==> src/logic/alu_consts.svh <==
`ifndef ALU_CONSTS_SVH
`define ALU_CONSTS_SVH

// datapath width, one machine word
`define DATA_W 16

// entries held by each stage buffer
`define FIFO_DEPTH 2

// opcode values as found in instr[15:12]
`define OP_ADD    4'h0
`define OP_SUB    4'h1
`define OP_RED    4'h2
`define OP_XOR    4'h3
`define OP_SLL    4'h4
`define OP_SRA    4'h5
`define OP_ROR    4'h6
`define OP_PADDSB 4'h7
`define OP_LW     4'h8
`define OP_SW     4'h9
`define OP_LHB    4'ha
`define OP_LLB    4'hb
`define OP_B      4'hc
`define OP_BR     4'hd
`define OP_PCS    4'he
`define OP_HLT    4'hf

`endif

==> src/logic/aluPkg.sv <==
`default_nettype none

`include "alu_consts.svh"

package aluPkg;

	// instruction opcodes, upper nibble of instr
	typedef enum logic [3:0] {
		opAdd    = `OP_ADD,
		opSub    = `OP_SUB,
		opRed    = `OP_RED,
		opXor    = `OP_XOR,
		opSll    = `OP_SLL,
		opSra    = `OP_SRA,
		opRor    = `OP_ROR,
		opPaddsb = `OP_PADDSB,
		opLw     = `OP_LW,
		opSw     = `OP_SW,
		opLhb    = `OP_LHB,
		opLlb    = `OP_LLB,
		opB      = `OP_B,
		opBr     = `OP_BR,
		opPcs    = `OP_PCS,
		opHlt    = `OP_HLT
	} opcodeT;

	// which functional unit drives the ALU output
	typedef enum logic [1:0] {
		selAdder = 2'd0,
		selXor   = 2'd1,
		selShift = 2'd2,
		selNone  = 2'd3
	} outSelT;

	// 7-bit operation word sent to the ALU
	typedef struct packed {
		outSelT     outSel;
		logic       sat;
		logic       red;
		logic       sub;
		logic [1:0] shiftOp;
	} aluOpT;

	// formatted operands, payload of the first buffer
	typedef struct packed {
		logic [`DATA_W-1:0] aluA;
		logic [`DATA_W-1:0] aluB;
		aluOpT              aluOp;
		opcodeT             opcode;
	} operandsT;

	// ALU result and flags, payload of the second buffer
	typedef struct packed {
		logic [`DATA_W-1:0] value;
		logic               zeroFlag;
		logic               negFlag;
		logic               ovfFlag;
		opcodeT             opcode;
	} resultT;

endpackage

`default_nettype wire

==> src/logic/aluCore.sv <==
`timescale 1ns/100ps
`default_nettype none

`include "alu_consts.svh"

module aluCore import aluPkg::*; (
	input  operandsT operands,
	output resultT   result
);

	logic [`DATA_W-1:0] a;
	logic [`DATA_W-1:0] b;

	// adder chain
	logic [4:0] nibSum;
	logic [3:0] carry;
	logic [`DATA_W-1:0] rawSum;
	logic [`DATA_W-1:0] satSum;
	logic [6:0] redAcc;
	logic [`DATA_W-1:0] redOut;
	logic [`DATA_W-1:0] adderOut;
	logic ovf;

	// shifter
	logic [3:0] amt;
	logic [2*`DATA_W-1:0] rotDbl;
	logic [`DATA_W-1:0] shiftOut;

	// output stage
	logic [`DATA_W-1:0] aluOut;
	logic [`DATA_W-1:0] res;
	logic isArith;
	logic noResult;

	assign a = operands.aluA;
	assign b = operands.aluB;

	// 4-bit lookahead group
	function automatic logic [4:0] cla4(input logic [3:0] x, input logic [3:0] y,
		input logic cIn);
		logic [3:0] g;
		logic [3:0] p;
		logic [4:0] c;
		g = x & y;
		p = x ^ y;
		c[0] = cIn;
		c[1] = g[0] | (p[0] & c[0]);
		c[2] = g[1] | (p[1] & g[0]) | (p[1] & p[0] & c[0]);
		c[3] = g[2] | (p[2] & g[1]) | (p[2] & p[1] & g[0]) | (p[2] & p[1] & p[0] & c[0]);
		c[4] = g[3] | (p[3] & g[2]) | (p[3] & p[2] & g[1]) | (p[3] & p[2] & p[1] & g[0])
			| (p[3] & p[2] & p[1] & p[0] & c[0]);
		return {c[4], p ^ c[3:0]};
	endfunction

	////////////////////
	// adder
	////////////////////

	always_comb begin
		// carry-in of one completes the subtract
		carry[0] = operands.aluOp.sub;
		rawSum = '0;
		for (int i = 0; i < 4; i++) begin
			nibSum = cla4(a[4*i +: 4], b[4*i +: 4], carry[i]);
			rawSum[4*i +: 4] = nibSum[3:0];
			// paired-byte mode breaks the chain between bytes
			if (i < 3) begin
				carry[i+1] = nibSum[4] & ~(operands.aluOp.sat && i == 1);
			end
		end
	end

	// clamp each byte to the signed byte range
	always_comb begin
		satSum = rawSum;
		for (int k = 0; k < 2; k++) begin
			if (!a[8*k+7] && !b[8*k+7] && rawSum[8*k+7]) begin
				satSum[8*k +: 8] = 8'h7f;
			end else if (a[8*k+7] && b[8*k+7] && !rawSum[8*k+7]) begin
				satSum[8*k +: 8] = 8'h80;
			end
		end
	end

	// sum of all eight signed nibbles
	always_comb begin
		redAcc = '0;
		for (int i = 0; i < 4; i++) begin
			redAcc = redAcc + {{3{a[4*i+3]}}, a[4*i +: 4]} + {{3{b[4*i+3]}}, b[4*i +: 4]};
		end
	end

	assign redOut = {{(`DATA_W-7){redAcc[6]}}, redAcc};

	assign adderOut = operands.aluOp.red ? redOut :
		operands.aluOp.sat ? satSum : rawSum;

	// same operand signs but sum sign flipped
	assign ovf = (a[15] == b[15]) && (rawSum[15] != a[15]);

	////////////////////
	// shifter
	////////////////////

	assign amt = b[3:0];
	assign rotDbl = {a, a} >> amt;

	always_comb begin
		case (operands.aluOp.shiftOp)
			2'd0: shiftOut = a << amt;
			2'd1: shiftOut = $signed(a) >>> amt;
			2'd2: shiftOut = rotDbl[`DATA_W-1:0];
			default: shiftOut = a;
		endcase
	end

	////////////////////
	// output and flags
	////////////////////

	always_comb begin
		case (operands.aluOp.outSel)
			selAdder: aluOut = adderOut;
			selXor: aluOut = a ^ b;
			selShift: aluOut = shiftOut;
			default: aluOut = '0;
		endcase
	end

	assign noResult = (operands.opcode == opB) || (operands.opcode == opBr) ||
		(operands.opcode == opHlt);
	assign isArith = (operands.opcode == opAdd) || (operands.opcode == opSub);

	// branches and halt have nothing to compute
	assign res = noResult ? '0 : aluOut;

	assign result.value = res;
	assign result.zeroFlag = (res == '0);
	assign result.negFlag = isArith & res[15];
	assign result.ovfFlag = isArith & ovf;
	assign result.opcode = operands.opcode;

	// decoder in operandFormat never emits the spare select
	always_comb begin
		outSelLegal: assert final (operands.aluOp.outSel !== selNone);
	end

endmodule

`default_nettype wire

==> src/logic/aluExecTop.sv <==
`timescale 1ns/100ps
`default_nettype none

`include "alu_consts.svh"

module aluExecTop import aluPkg::*; (
	input  logic               clk,
	input  logic               rstN,
	input  logic               inValid,
	output logic               inReady,
	input  logic [`DATA_W-1:0] instr,
	input  logic [`DATA_W-1:0] regData1,
	input  logic [`DATA_W-1:0] regData2,
	input  logic [`DATA_W-1:0] pcs,
	input  logic               ldByte,
	input  logic               memOp,
	input  logic [`DATA_W-1:0] aluOutMem,
	input  logic [`DATA_W-1:0] writeData,
	input  logic [1:0]         forwardA,
	input  logic [1:0]         forwardB,
	output logic               outValid,
	input  logic               outReady,
	output logic [`DATA_W-1:0] result,
	output logic               zeroFlag,
	output logic               negFlag,
	output logic               ovfFlag,
	output opcodeT             outOpcode
);

	operandsT fmtOperands;
	operandsT headOperands;
	resultT aluResult;
	resultT headResult;
	logic opValid;
	logic resReady;

	// combinational operand build
	operandFormat format_i (
		.instr(instr), .regData1(regData1), .regData2(regData2), .pcs(pcs),
		.ldByte(ldByte), .memOp(memOp), .aluOutMem(aluOutMem), .writeData(writeData),
		.forwardA(forwardA), .forwardB(forwardB), .operands(fmtOperands)
	);

	stageFifo #(.payloadT(operandsT), .depth(`FIFO_DEPTH)) opFifo_i (
		.clk(clk), .rstN(rstN),
		.wrValid(inValid), .wrData(fmtOperands), .wrReady(inReady),
		.rdValid(opValid), .rdReady(resReady), .rdData(headOperands)
	);

	// executes on the operand buffer head
	aluCore alu_i (.operands(headOperands), .result(aluResult));

	// holds results while the next stage stalls
	stageFifo #(.payloadT(resultT), .depth(`FIFO_DEPTH)) resFifo_i (
		.clk(clk), .rstN(rstN),
		.wrValid(opValid), .wrData(aluResult), .wrReady(resReady),
		.rdValid(outValid), .rdReady(outReady), .rdData(headResult)
	);

	assign result = headResult.value;
	assign zeroFlag = headResult.zeroFlag;
	assign negFlag = headResult.negFlag;
	assign ovfFlag = headResult.ovfFlag;
	assign outOpcode = headResult.opcode;

endmodule

`default_nettype wire

==> src/logic/operandFormat.sv <==
`timescale 1ns/100ps
`default_nettype none

`include "alu_consts.svh"

module operandFormat import aluPkg::*; (
	input  logic [`DATA_W-1:0] instr,
	input  logic [`DATA_W-1:0] regData1,
	input  logic [`DATA_W-1:0] regData2,
	input  logic [`DATA_W-1:0] pcs,
	input  logic               ldByte,
	input  logic               memOp,
	input  logic [`DATA_W-1:0] aluOutMem,
	input  logic [`DATA_W-1:0] writeData,
	input  logic [1:0]         forwardA,
	input  logic [1:0]         forwardB,
	output operandsT           operands
);

	opcodeT opcode;
	aluOpT aluOp;

	// decoded control
	logic useImm;
	logic byteSel;
	logic pcsSel;

	// datapath intermediates
	logic [`DATA_W-1:0] regA;
	logic [`DATA_W-1:0] regB;
	logic [`DATA_W-1:0] byteA;
	logic [`DATA_W-1:0] byteB;
	logic [`DATA_W-1:0] immMem;
	logic [`DATA_W-1:0] imm;
	logic [`DATA_W-1:0] operandA;
	logic [`DATA_W-1:0] operandB;

	assign opcode = opcodeT'(instr[15:12]);

	////////////////////
	// opcode decode
	////////////////////

	always_comb begin
		// adder path unless told otherwise
		aluOp.outSel = selAdder;
		aluOp.sat = 1'b0;
		aluOp.red = 1'b0;
		aluOp.sub = 1'b0;
		// shift kind sits in the low opcode bits
		aluOp.shiftOp = instr[13:12];
		useImm = 1'b0;
		pcsSel = 1'b0;
		case (opcode)
			opSub: aluOp.sub = 1'b1;
			opRed: aluOp.red = 1'b1;
			opXor: aluOp.outSel = selXor;
			opPaddsb: aluOp.sat = 1'b1;
			opSll, opSra, opRor: begin
				aluOp.outSel = selShift;
				useImm = 1'b1;
			end
			// address or byte immediate goes through the adder
			opLw, opSw, opLhb, opLlb: useImm = 1'b1;
			opPcs: pcsSel = 1'b1;
			default: ;
		endcase
	end

	// high for llb, low for lhb
	assign byteSel = instr[12];

	////////////////////
	// A operand
	////////////////////

	// mem stage result wins over writeback
	assign regA = forwardA[1] ? aluOutMem :
		forwardA[0] ? writeData : regData1;

	// clear the byte that the load will replace
	assign byteA = byteSel ? {regA[15:8], 8'h00} : {8'h00, regA[7:0]};

	assign operandA = ldByte ? byteA : regA;

	////////////////////
	// B operand
	////////////////////

	assign regB = forwardB[1] ? aluOutMem :
		forwardB[0] ? writeData : regData2;

	// 8-bit immediate lands in the byte A left open
	assign byteB = byteSel ? {8'h00, instr[7:0]} : {instr[7:0], 8'h00};

	// word offset for memory ops, raw amount for shifts
	assign immMem = memOp ? {{11{instr[3]}}, instr[3:0], 1'b0} : {12'h000, instr[3:0]};

	assign imm = ldByte ? byteB : immMem;

	// sub uses ones complement here, carry-in comes from the adder
	assign operandB = useImm ? imm : (aluOp.sub ? ~regB : regB);

	// pcs computes 0 + pc through the adder
	assign operands.aluA = pcsSel ? '0 : operandA;
	assign operands.aluB = pcsSel ? pcs : operandB;
	assign operands.aluOp = aluOp;
	assign operands.opcode = opcode;

endmodule

`default_nettype wire

==> src/logic/stageFifo.sv <==
`timescale 1ns/100ps
`default_nettype none

module stageFifo #(
	parameter type payloadT = logic,
	parameter int  depth    = 2
) (
	input  logic    clk,
	input  logic    rstN,
	input  logic    wrValid,
	input  payloadT wrData,
	output logic    wrReady,
	output logic    rdValid,
	input  logic    rdReady,
	output payloadT rdData
);

	localparam int ptrW = (depth > 1) ? $clog2(depth) : 1;
	localparam int cntW = $clog2(depth + 1);

	// payload storage
	payloadT mem [depth];

	logic [ptrW-1:0] wrPtr;
	logic [ptrW-1:0] rdPtr;
	logic [cntW-1:0] count;
	logic wrFire;
	logic rdFire;

	// full blocks writes even if a read happens this cycle
	assign wrReady = (count != cntW'(depth));
	assign rdValid = (count != '0);
	assign wrFire = wrValid && wrReady;
	assign rdFire = rdValid && rdReady;

	// head entry
	assign rdData = mem[rdPtr];

	always_ff @(posedge clk) begin
		if (wrFire) begin
			mem[wrPtr] <= wrData;
		end
	end

	////////////////////
	// pointers and count
	////////////////////

	always_ff @(posedge clk) begin
		if (!rstN) begin
			wrPtr <= '0;
			rdPtr <= '0;
			count <= '0;
		end else begin
			if (wrFire) begin
				wrPtr <= (wrPtr == ptrW'(depth - 1)) ? '0 : wrPtr + 1'b1;
			end
			if (rdFire) begin
				rdPtr <= (rdPtr == ptrW'(depth - 1)) ? '0 : rdPtr + 1'b1;
			end
			// both at once leaves the count unchanged
			if (wrFire && !rdFire) begin
				count <= count + 1'b1;
			end else if (rdFire && !wrFire) begin
				count <= count - 1'b1;
			end
		end
	end

	// occupancy stays within the buffer
	countBound: assert property (@(posedge clk) disable iff (!rstN)
		count <= cntW'(depth));

	// a stalled head keeps its data and its valid
	headStable: assert property (@(posedge clk) disable iff (!rstN)
		(rdValid && !rdReady) |=> (rdValid && $stable(rdData)));

endmodule

`default_nettype wire

==> config.mk <==
export PLATFORM = sky130hd
export DESIGN_NAME = aluExecTop
export DESIGN_NICKNAME = d
export VERILOG_FILES = /design/src/logic/aluPkg.sv /design/src/logic/aluCore.sv /design/src/logic/aluExecTop.sv /design/src/logic/operandFormat.sv /design/src/logic/stageFifo.sv
export VERILOG_INCLUDE_DIRS = /design/src /design/src/logic
export SDC_FILE = /design/constraint.sdc
export NUM_CORES = 1
export LEC_CHECK = 0
export ABC_AREA = 1
export BUFFER_PORTS_ARGS = -buffer_cell sky130_fd_sc_hd__buf_4
export CAP_MARGIN = 20
export CORE_UTILIZATION = 60
export DETAILED_ROUTE_END_ITERATION = 10
export GPL_TIMING_DRIVEN = 0
export MAX_ROUTING_LAYER = met4
export PLACE_DENSITY = 0.89
export SYNTH_ARGS = -nofsm -noshare
export SYNTH_HDL_FRONTEND = slang
export SYNTH_SLANG_ARGS = --single-unit
==> constraint.sdc <==
create_clock -name clk -period 6.4 [get_ports clk]
set_input_delay 0 -clock clk [delete_from_list [all_inputs] [get_ports clk]]
set_output_delay 0 -clock clk [all_outputs]
set_load 0.03 [all_outputs]
==> Yosys cells after proc, flatten, opt, wreduce, memory -nomap -nowiden <==
Memories as Yosys holds them, arrays and structs flattened. A register that Yosys moved wholly into a read port is not among the register bits.
Cells that the tools add are included.
{ "op_classes": {"shifts": 3, "n_reduce_logical": 38, "bitwise": 111, "n_eq_ne": 24, "add_sub_neg": 15, "mux": 44} }
{ "ops": {"columns": ["op", "count"], "rows": [
  ["16-bit 2-to-1 mux", 16],
  ["16-bit case mux with 3 select lines", 2],
  ["1-bit bitwise AND", 60],
  ["7-bit adder", 6],
  ["1-bit OR", 36],
  ["4-bit equality test, second input constant", 8],
  ["8-bit 2-to-1 mux", 4],
  ["32-bit by 4-bit >> shifter with 16-bit output", 1],
  ["4-bit bitwise XOR", 8],
  ["1-bit 2-to-1 mux", 17],
  ["4-bit by 3-bit equality test with 1-bit output, second input constant", 4],
  ["1-bit logical AND", 16],
  ["16-bit zero test", 1],
  ["16-bit NOT", 1],
  ["16-bit by 4-bit left shift with 16-bit output", 1],
  ["16-bit by 4-bit >>> shifter with 16-bit output", 1],
  ["16-bit bitwise XOR", 1],
  ["4-bit bitwise AND", 3],
  ["1-bit zero test", 9],
  ["4-bit by 1-bit equality test with 1-bit output, second input constant", 2],
  ["4-bit by 2-bit equality test with 1-bit output, second input constant", 2],
  ["2-bit 2-to-1 mux", 4],
  ["2-bit nonzero test", 4],
  ["7-bit OR reduction", 1],
  ["16 further kinds", 27]
]} }
{ "totals": {"ram_bits": 132, "output_inout_bits": 25, "word_cells": 243, "ff_bits": 8, "mem_count": 2, "input_bits": 106} }
{ "mem_list": {"columns": ["memory", "words", "width", "rd", "rd_clocked_by_memory_dff", "write_ports", "line", "source"], "rows": [
  ["opFifo_i.mem", 2, 43, 1, 1, 1, "stageFifo.sv:22", "payloadT mem [depth];"],
  ["resFifo_i.mem", 2, 23, 1, 1, 1, "stageFifo.sv:22", null]
]} }

==> Longest topological paths before layout <==
Gate-level depths: netlist of run 1.
{ "depth": {"word_depth": 23, "depth_mapped": 33, "mapped_depth_nobuf": 29} }

==> Cells and area by module <==
From an unflattened synthesis of run 1, not the netlist that was laid out.
{ "unflattened": {"cells_unflattened": 1364, "hier_area_um2": 11364.6} }
{ "by_module_without_submodules": {"columns": ["mod", "area_per_inst_um2", "cells_per_inst", "instances", "seq_area_each_um2"], "rows": [
  ["aluCore", 4176.5, 742, 1, 0.0],
  ["stageFifo (opFifo_i)", 3548.4, 171, 1, 2682.6],
  ["stageFifo (resFifo_i)", 1903.1, 108, 1, 1481.4],
  ["operandFormat", 1736.7, 343, 1, 0.0]
]} }

==> Least setup slack after synthesis of run 1 <==
No wires, ideal clock.
{ "synth_path": {"kind": "flip-flop to flip-flop", "from": "register (tool-made name)", "to": "memory resFifo_i.mem[0][6] (netlist bit) (data pin)", "period_less_slack_ps": 5140, "path_slack_ps": 1260, "setup_time_ps": 148, "arrival_time_ps": 4993, "path_buffers": 4, "stages_incl_launch_ff": 32, "required_time_ps": 6252, "path_cell_list": "dfxtp_1 buf_6 inv_2 buf_6 buf_6 clkbuf_1 or2_2 o21ai_0 inv_1 fa_1 inv_1 fa_1 inv_1 fa_1 inv_1 fa_1 inv_1 ha_1 nand2_1 nand2_1 a21oi_1 a21oi_1 nand3b_1 nand2_1 clkinv_1 nand2_1 nand3_1 nand2_1 nand3_1 nor2_1 nand2_1 nor2_1"} }
{ "synth_rtl": {"columns": ["item", "line"], "rows": [
  ["to (decl)", "stageFifo.sv:22"]
]} }

==> out/results.tsv, run 1 <==
metric	value	unit
status	finished clean	
antenna violations before repair	1	
PortBufs	123	
terminus of the critical flop-to-flop path	resFifo_i.mem[1][6]	
largest cells by area after synthesis	edfxtp_1, nand2_1, nand3_1	
DR vias/cell	6.01	
CP Capture Type	flip-flop	
Worst Hold Class	in2reg	
Yosys cell types	45	
unrepaired setup endpoints after global routing	false	
vias in the first global route	10500	
Global Route Usage Sum	41.9	%
synth warn	0	
WS Path Type	reg2reg	
area of the core	0.0173	mm2
final WL	35.6	mm
final cell area excluding filler cells	0.0126	mm2
Placed Cells	1745	
critical path depth	28	
internal reg-to-reg setup slack	290	ps
Slew @ Worst Pin	737	ps
CTS tree	yes	
Initial Util	61.3	%
flops & latches, synth	138	
nets	1711	
end of the critical path	resFifo_i.mem[1][6]	
FP Rows	48	
synthesized cell area	0.0106	mm2
Hold Vio Cnt, Final	0	
share of cells above drive strength 1	18.6	%
Worst EP arrival	6370	ps
Setup crit start kind	flip-flop	
max frequency	0.164	GHz
gr ovfl total	0	
Critical Path Most Common Cell	nand2_1	
min-delay src	writeData[14]	
Layout Skew	10.5	ps
Post CTS Setup Buffer Count	0	
Top Usage Layer GRT	met2	
final setup TNS	0	ps
Rel. slew slack	50.3	%
Layout area overhead	18.5	%
Antenna Nets Post-Route	0	
hold_ws	18.8	ps
Die X	135	um
commonest non-fill, non-tap cells in the layout	nand2_1, inv_1, nand3_1	
MaxCap Viol Count	0	
worst endpoint required time	6660	ps
Crit path buffers/inverters	10	
Final Max Slew Viols	0	
Fill cells	1292	
Routed WL per cell	19.9	um
H-tree depth	4	
register area share after synthesis	38.1	%
Initial DRT Pass Iterations	6	
maximum fanout along the worst path	19	
post-route DRC violation count	0	
syn nets	1555	
Largest delay share family, worst path	adder cells	
drt initial violations	1153	
clk sinks	138	
register area	0.00404	mm2
critical path's slowest cell	fa_1	
Post-Syn Instances	1393	
Reg clk slew, reported paths	70	ps
die height	135	um
largest net degree at the start of global routing	30	
final cell count without fillers	1788	
met1 Use GR	48.7	%
Num CTS Buffers	17	
Multi-input gate area	0.00573	mm2
GPL Wtd Cong	1.01	
IO Count	131	
Yosys top cell area share	36.3	%
maximum clock insertion buffer count	2	
global-route wire length before repair	55.2	mm
CP max stage delay	620	ps
Clock Latency Late Sink	430	ps
root buffer cell	clkbuf_16	
grt met2 use	68.2	%
reg2reg path depth	28	
crit share post-route	95.4	%
Placed Area	0.0119	mm2
die area	0.0182	mm2
Setup Viol. Count Final	0	
DR vias	10700	
Synth Area per Inst	7.61	um2
DPL Wire Length	27.1	mm
met3 Use GR	7.21	%
Tmin final	6110	ps
biggest area consumer among synthesized cells	edfxtp_1	
most common cell after layout, fill and taps aside	nand2_1	
how the worst min path moves through the flow:
stage / depth (start not counted) / slack, ps / to
2_1_floorplan: 0 / 100 / opFifo_i.mem[0][2]
3_3_place_gp: 1 / 220 / opFifo_i.mem[1][3]
3_5_place_dp: 1 / 220 / opFifo_i.mem[0][3]
4_1_cts: 3 / 1 / opFifo_i.mem[1][42]
5_1_grt: 3 / 10 / opFifo_i.mem[1][17]
6_report: 3 / 20 / opFifo_i.mem[0][41]
flip-flops by register name, indices dropped and copies added (netlist names), named ones only:
signal           cells
opFifo_i.rdPtr       1
opFifo_i.mem        82
opFifo_i.wrPtr       1
resFifo_i.rdPtr      1
resFifo_i.mem       46
opFifo_i.count       2
resFifo_i.wrPtr      1
resFifo_i.count      2
through the flow:
step | setup WS, ps | utilization [%]
2_1_floorplan | 1260 | -
5_1_grt | 21.7 | 72.6
3_5_place_dp | 319 | 68.8
6_report | 294 | 72.6
4_1_cts | 155 | 72.6
3_3_place_gp | 548 | 68.3
routing by layer:
layer  up-vias  share of wire (%)
li1       4950                  -
met4         0                5.7
met3       148                9.6
met1      4905                 37
met2       738                 48
met5         -                  0
final cells by class:
class,count,share of cell area (%)
clock buffers,18,3.42
plain buffers,53,2.11
well taps,225,2.24
inverters,153,4.60
flip-flops and latches,138,32.2
multi-input cells,1048,45.6
diodes,1,0.0199
clock inverters,14,1.02
repair buffers,138,8.78
cell families (layout without fill, tap and decap cells):
| group | count (synthesis) | after routing | synth area share (%) |
|---|---|---|---|
| mux | 23 | 23 | 2.44 |
| xor+xnor | 15 | 15 | 1.24 |
| fa+ha+maj | 56 | 56 | 8.52 |
| simple gates | 740 | 740 | 29.9 |
| flops | 138 | 138 | 38.1 |
| compound gates | 214 | 214 | 11.8 |
| other cells | 0 | 1 | 0 |
| buf+inv | 207 | 376 | 7.94 |
repair_timing:
item                                   in CTS  in global routing
endpoints found under the hold margin      36                  0
setup endpoints to repair                   0                  2
gates resized for setup                     0                  3
hold buffers                               11                  0
cell usage after synthesis (all sizes together):
cell and count:
a211oi 2, a21o 4, a21oi 76, a22oi 2, a311oi 16, a31oi 23, and2 1, buf 19
clkbuf 35, clkinv 2, dfxtp 10, edfxtp 128, fa 27, ha 29, inv 151, mux2 23
nand2 455, nand3 133, nand3b 3, nand4 8, nor2 104, nor3 4, o2111ai 3, o211ai 4
o21a 2, o21ai 79, o21bai 2, o22ai 1, or2 32, xnor2 3, xor2 12
worst reg2reg max path: cells and delay by family, from the launching register on:
kind | cells | cell delay (ps)
fa+ha+maj | 5 | 2420
simple gates | 9 | 1360
buf+inv | 10 | 1160
compound gates | 4 | 620
flops | 1 | 370
Power of run 1 is not shown: default switching activity piles up to over one toggle a cycle in this logic, so the estimate is an artifact.
==> run 2, diff against run 1 <==
--- a/config.mk
+++ b/config.mk
@@ -14,6 +14,7 @@
 export GPL_TIMING_DRIVEN = 0
 export MAX_ROUTING_LAYER = met4
 export PLACE_DENSITY = 0.89
+export RECOVER_POWER = 25
 export SYNTH_ARGS = -nofsm -noshare
 export SYNTH_HDL_FRONTEND = slang
 export SYNTH_SLANG_ARGS = --single-unit
==> run 2 against run 1 <==
Design area is 0.49% lower; routed wire length decreased by 0.22%; sequential cell count is the same; critical path depth did not move; clock skew is essentially flat; die area unchanged; first-iteration DRC count increased by 13%; register-to-register slack worse by 30 ps; critical endpoint unchanged; largest cell class unchanged; via count rose by 0.37%; critical path type unchanged; worst hold slack got worse by 3.0 ps; core utilization is 0.35 points lower.
==> out/results.tsv, run 2 (synthesized netlist as in run 1, its figures left out) <==
metric	value	unit	change
WS Path Type	reg2reg		
status	finished clean		
most common cell after layout, fill and taps aside	nand2_1		
die area	0.0182	mm2	unchanged
final WL	35.5	mm	-0.22%
Die X	135	um	unchanged
largest net degree at the start of global routing	30		unchanged
post-route DRC violation count	0		unchanged
Rel. slew slack	18.7	%	-32 points
Tmin final	6140	ps	+30.8 ps
maximum fanout along the worst path	19		unchanged
H-tree depth	4		unchanged
DPL Wire Length	27.1	mm	unchanged
area of the core	0.0173	mm2	unchanged
Final Max Slew Viols	0		unchanged
Routed WL per cell	19.8	um	-0.22%
final cell area excluding filler cells	0.0125	mm2	-0.49%
gr ovfl total	0		unchanged
Layout area overhead	18.0	%	
Largest Register	opFifo_i.mem		
PortBufs	123		unchanged
Largest regs	opFifo_i.mem x82, resFifo_i.mem x46		
number of flip-flops in the largest register	82		unchanged
max frequency	0.163	GHz	-0.50%
Worst EP arrival	6400	ps	+30 ps
Worst Hold Class	in2reg		
FP Rows	48		unchanged
DR vias/cell	6.03		+0.37%
die height	135	um	unchanged
Slew @ Worst Pin	1220	ps	+482 ps
Setup crit start kind	flip-flop		
CP max stage delay	620	ps	about the same
hold_ws	15.9	ps	-2.96 ps
Critical Path Most Common Cell	nand2_1		
IO Count	131		unchanged
Setup Viol. Count Final	0		unchanged
clk sinks	138		unchanged
share of cells above drive strength 1	17.8	%	-0.83 points
Antenna Nets Post-Route	0		unchanged
DR vias	10800		+0.37%
critical path's slowest cell	fa_1		
Global Route Usage Sum	41.9	%	unchanged
vias in the first global route	10500		unchanged
Fill cells	1309		+1.3%
crit share post-route	95.9	%	+0.48 points
CP Capture Type	flip-flop		
Reg clk slew, reported paths	70	ps	about the same
worst endpoint required time	6670	ps	about the same
Num CTS Buffers	17		unchanged
Placed Area	0.0119	mm2	unchanged
global-route wire length before repair	55.2	mm	unchanged
Clock Latency Late Sink	430	ps	about the same
Hold Vio Cnt, Final	0		unchanged
Initial DRT Pass Iterations	6		unchanged
drt initial violations	1307		+13%
Initial Util	61.3	%	unchanged
antenna violations before repair	1		unchanged
nets	1711		unchanged
CTS tree	yes		
maximum clock insertion buffer count	2		unchanged
root buffer cell	clkbuf_16		
GPL Wtd Cong	1.01		unchanged
Layout Skew	10.7	ps	+0.261 ps
MaxCap Viol Count	0		unchanged
final setup TNS	0	ps	unchanged
commonest non-fill, non-tap cells in the layout	nand2_1, inv_1, nand3_1		
unrepaired setup endpoints after global routing	false		
Post CTS Setup Buffer Count	0		unchanged
## run 2: critical path, delay by kind of cell, from the launching register on
| family | cells | cell delay (ps) |
|---|---|---|
| adder cells (fa/ha/maj) | 5 | 2430 |
| AND/OR/NAND/NOR | 9 | 1360 |
| buffers and inverters | 10 | 1150 |
| AO/OA/AOI/OAI | 4 | 640 |
| flip-flops | 1 | 370 |
## run 2: area by class of cell
type / instances / area (um2) / share of cell area [%]
multi-input cells: 1048 / 5730 / 45.8
flip-flops and latches: 138 / 4040 / 32.3
repair buffers: 138 / 1050 / 8.37
inverters: 153 / 578 / 4.62
clock buffers: 18 / 429 / 3.43
well taps: 225 / 282 / 2.25
plain buffers: 53 / 265 / 2.12
clock inverters: 14 / 128 / 1.02
diodes: 1 / 2.50 / 0.0200
## run 2: what timing repair did
action	4_1_cts	5_1_grt
setup endpoints to repair	0	2
endpoints found under the hold margin	36	0
gates resized for setup	0	3
hold buffers	11	0
## run 2: final timing paths
| path | startpoint | end | slack [ps] | cells past startpoint |
|---|---|---|---|---|
| setup / recovery | flip-flop | resFifo_i.mem[1][6] | 260 | 28 |
| hold / removal | pcs[12] | opFifo_i.mem[1][23] | 20 | 3 |
| hold reg to reg | opFifo_i.rdPtr | opFifo_i.rdPtr | 460 | 1 |
| setup reg to reg | flip-flop | resFifo_i.mem[1][6] | 260 | 28 |
## run 2: routing by layer
layer / routed length, um / up-vias / GRT usage [%]
met5: 0 / - / -
met2: 16900 / 741 / 68.2
met1: 13100 / 4928 / 48.7
met4: 2110 / 0 / 24.7
li1: - / 4953 / -
met3: 3360 / 159 / 7.21
## run 2: per-stage QoR
stage | cells | worst slack, ps | utilization, %
final | 1788 | 263 | 72.3
after global routing | 1788 | 21.7 | 72.3
after CTS | 1788 | 155 | 72.6
after detailed placement | 1745 | 319 | 68.8
after global placement | 1741 | 548 | 68.3
after floorplan | 1393 | 1260 | -
Power of run 2 is left out for the same reason.
==> run 3, diff against run 2 <==
--- a/config.mk
+++ b/config.mk
@@ -9,11 +9,11 @@
 export ABC_AREA = 1
 export BUFFER_PORTS_ARGS = -buffer_cell sky130_fd_sc_hd__buf_4
 export CAP_MARGIN = 20
-export CORE_UTILIZATION = 60
+export CORE_UTILIZATION = 64
 export DETAILED_ROUTE_END_ITERATION = 10
 export GPL_TIMING_DRIVEN = 0
 export MAX_ROUTING_LAYER = met4
-export PLACE_DENSITY = 0.89
+export PLACE_DENSITY = 0.94
 export RECOVER_POWER = 25
 export SYNTH_ARGS = -nofsm -noshare
 export SYNTH_HDL_FRONTEND = slang
==> constraint.sdc (replaced) <==
create_clock -name clk -period 7.7 [get_ports clk]
set_input_delay 0 -clock clk [delete_from_list [all_inputs] [get_ports clk]]
set_output_delay 0 -clock clk [all_outputs]
set_load 0.03 [all_outputs]
==> run 3 against run 2 <==
Highest routed layer unchanged; via count grew 5.4%; die area fell by 6.2%; first-iteration DRC count up 28%; sequential share of layout area is the same; routed wire length up 5.6%; critical path type unchanged; critical path depth grew 3; core utilization is 5.9 points higher; clock skew rose by 6.0 ps; non-clock buffer count up 1; final cell count down 0.45%; global-route usage grew 5.2 points; register-to-register slack better by 730 ps.
==> out/results.tsv, run 3 (synthesized netlist as in run 1, its figures left out) <==
metric	value	unit	change
Layout area overhead	18.0	%	unchanged
commonest non-fill, non-tap cells in the layout	nand2_1, inv_1, nand3_1		
CTS tree	yes		
Global Route Usage Sum	47.1	%	+5.2 points
min-delay src	writeData[14]		
Tmin final	6710	ps	+574 ps
maximum fanout along the worst path	10		-9
IO Count	131		unchanged
WS Path Type	reg2reg		
Worst EP arrival	6970	ps	+570 ps
nets	1712		+0.058%
Antenna Nets Post-Route	0		unchanged
MaxCap Viol Count	0		unchanged
Setup crit start kind	flip-flop		
terminus of the critical flop-to-flop path	resFifo_i.mem[1][6]		
Routed WL per cell	21.0	um	+6.1%
final setup TNS	0	ps	unchanged
internal reg-to-reg setup slack	990	ps	+730 ps
unrepaired setup endpoints after global routing	false		
die height	131	um	-3.1%
GPL Wtd Cong	1.10		+9.4%
Slew @ Worst Pin	1130	ps	-87.3 ps
PortBufs	123		unchanged
vias in the first global route	11000		+4.7%
Worst Hold Class	in2reg		
Reg clk slew, reported paths	70	ps	about the same
Rel. slew slack	24.5	%	+5.8 points
status	finished clean		
cts hold-fix bufs	11		unchanged
Final Max Slew Viols	0		unchanged
Hold Vio Cnt, Final	0		unchanged
maximum clock insertion buffer count	2		unchanged
Largest regs	opFifo_i.mem x82, resFifo_i.mem x46		
Largest delay share family, worst path	adder cells		
crit share post-route	87.2	%	-8.7 points
Initial DRT Pass Iterations	7		+1
Critical Path Most Common Cell	nand2_1		
DR vias	11400		+5.4%
share of cells above drive strength 1	17.6	%	-0.20 points
antenna violations before repair	1		unchanged
reg2reg path depth	31		+11%
Fill cells	1088		-17%
Crit path buffers/inverters	11		+1
CP Capture Type	flip-flop		
root buffer cell	clkbuf_16		
DR vias/cell	6.39		+5.9%
DPL Wire Length	26.3	mm	-2.9%
drt initial violations	1668		+28%
Placed Cells	1736		-0.52%
Post CTS Setup Buffer Count	0		unchanged
Largest Register	opFifo_i.mem		
Setup Viol. Count Final	0		unchanged
Core Util, Final	78.2	%	+5.9 points
final WL	37.5	mm	+5.6%
max frequency	0.149	GHz	-8.6%
H-tree depth	4		unchanged
area of the core	0.0160	mm2	-7.5%
Die X	131	um	-3.1%
largest net degree at the start of global routing	34		+13%
number of flip-flops in the largest register	82		unchanged
die area	0.0171	mm2	-6.2%
critical path's slowest cell	fa_1		
Num CTS Buffers	17		unchanged
Clock Latency Late Sink	440	ps	about the same
Initial Util	66.2	%	+5.0 points
post-route DRC violation count	0		unchanged
Layout Skew	16.7	ps	+6.00 ps
final cell count without fillers	1780		-0.45%
gr ovfl total	0		unchanged
Hold Path End	opFifo_i.mem[1][41]		
most common cell after layout, fill and taps aside	nand2_1		
clk sinks	138		unchanged
CP max stage delay	620	ps	about the same
post-cts sizing count	0		unchanged
FP Rows	46		-4.2%
worst endpoint required time	7960	ps	+1290 ps
global-route wire length before repair	57.3	mm	+3.7%
WHS Path Cells	3		unchanged
==> run 3: final cells by class <==
cell class	count	area [um2]	area share [%]
Buffer	54	268	2.14
Multi-Input combinational cell	1048	5720	45.8
Timing Repair Buffer	138	1050	8.37
Clock inverter	15	151	1.21
Sequential cell	138	4040	32.3
Clock buffer	17	425	3.40
Antenna cell	1	2.50	0.0200
Tap cell	216	270	2.16
Inverter	153	574	4.59
==> run 3: layer usage <==
layer | vias to the layer above | share of wire [%] | GRT usage, %
li1 | 4969 | - | -
met1 | 5013 | 33 | 51.7
met2 | 1085 | 45 | 71.4
met3 | 301 | 12 | 12.6
met4 | 0 | 9.3 | 39.9
met5 | - | 0 | -
==> run 3: worst max-delay path by stage <==
stage                   start             endpoint  slack [ps]  cells after the start
floorplan           flip-flop  resFifo_i.mem[0][6]        2560                     31
global placement    flip-flop  resFifo_i.mem[0][6]        1860                     31
detailed placement  flip-flop  resFifo_i.mem[0][6]        1620                     31
CTS                 flip-flop  resFifo_i.mem[1][6]        1510                     31
global route        flip-flop  resFifo_i.mem[1][6]         750                     31
finish              flip-flop  resFifo_i.mem[1][6]         990                     31
==> run 3: worst register-to-register path: cells and delay by family, from the launching register on <==
family / cells / cell delay (ps)
fa+ha+maj: 5 / 2540
buf+inv: 11 / 1490
simple gates: 12 / 1650
compound gates: 3 / 460
flops: 1 / 390
==> run 3: through the flow <==
stage                     instance area [um2]  hold WS (ps)  setup WS, ps
after global routing                    12500          14.2           749
after global placement                  11800           217          1860
after floorplan                         10600          98.9          2560
final                                   12500          13.7           989
after CTS                               12600        0.0423          1510
after detailed placement                11900           222          1620
Power of run 3 is left out for the same reason.
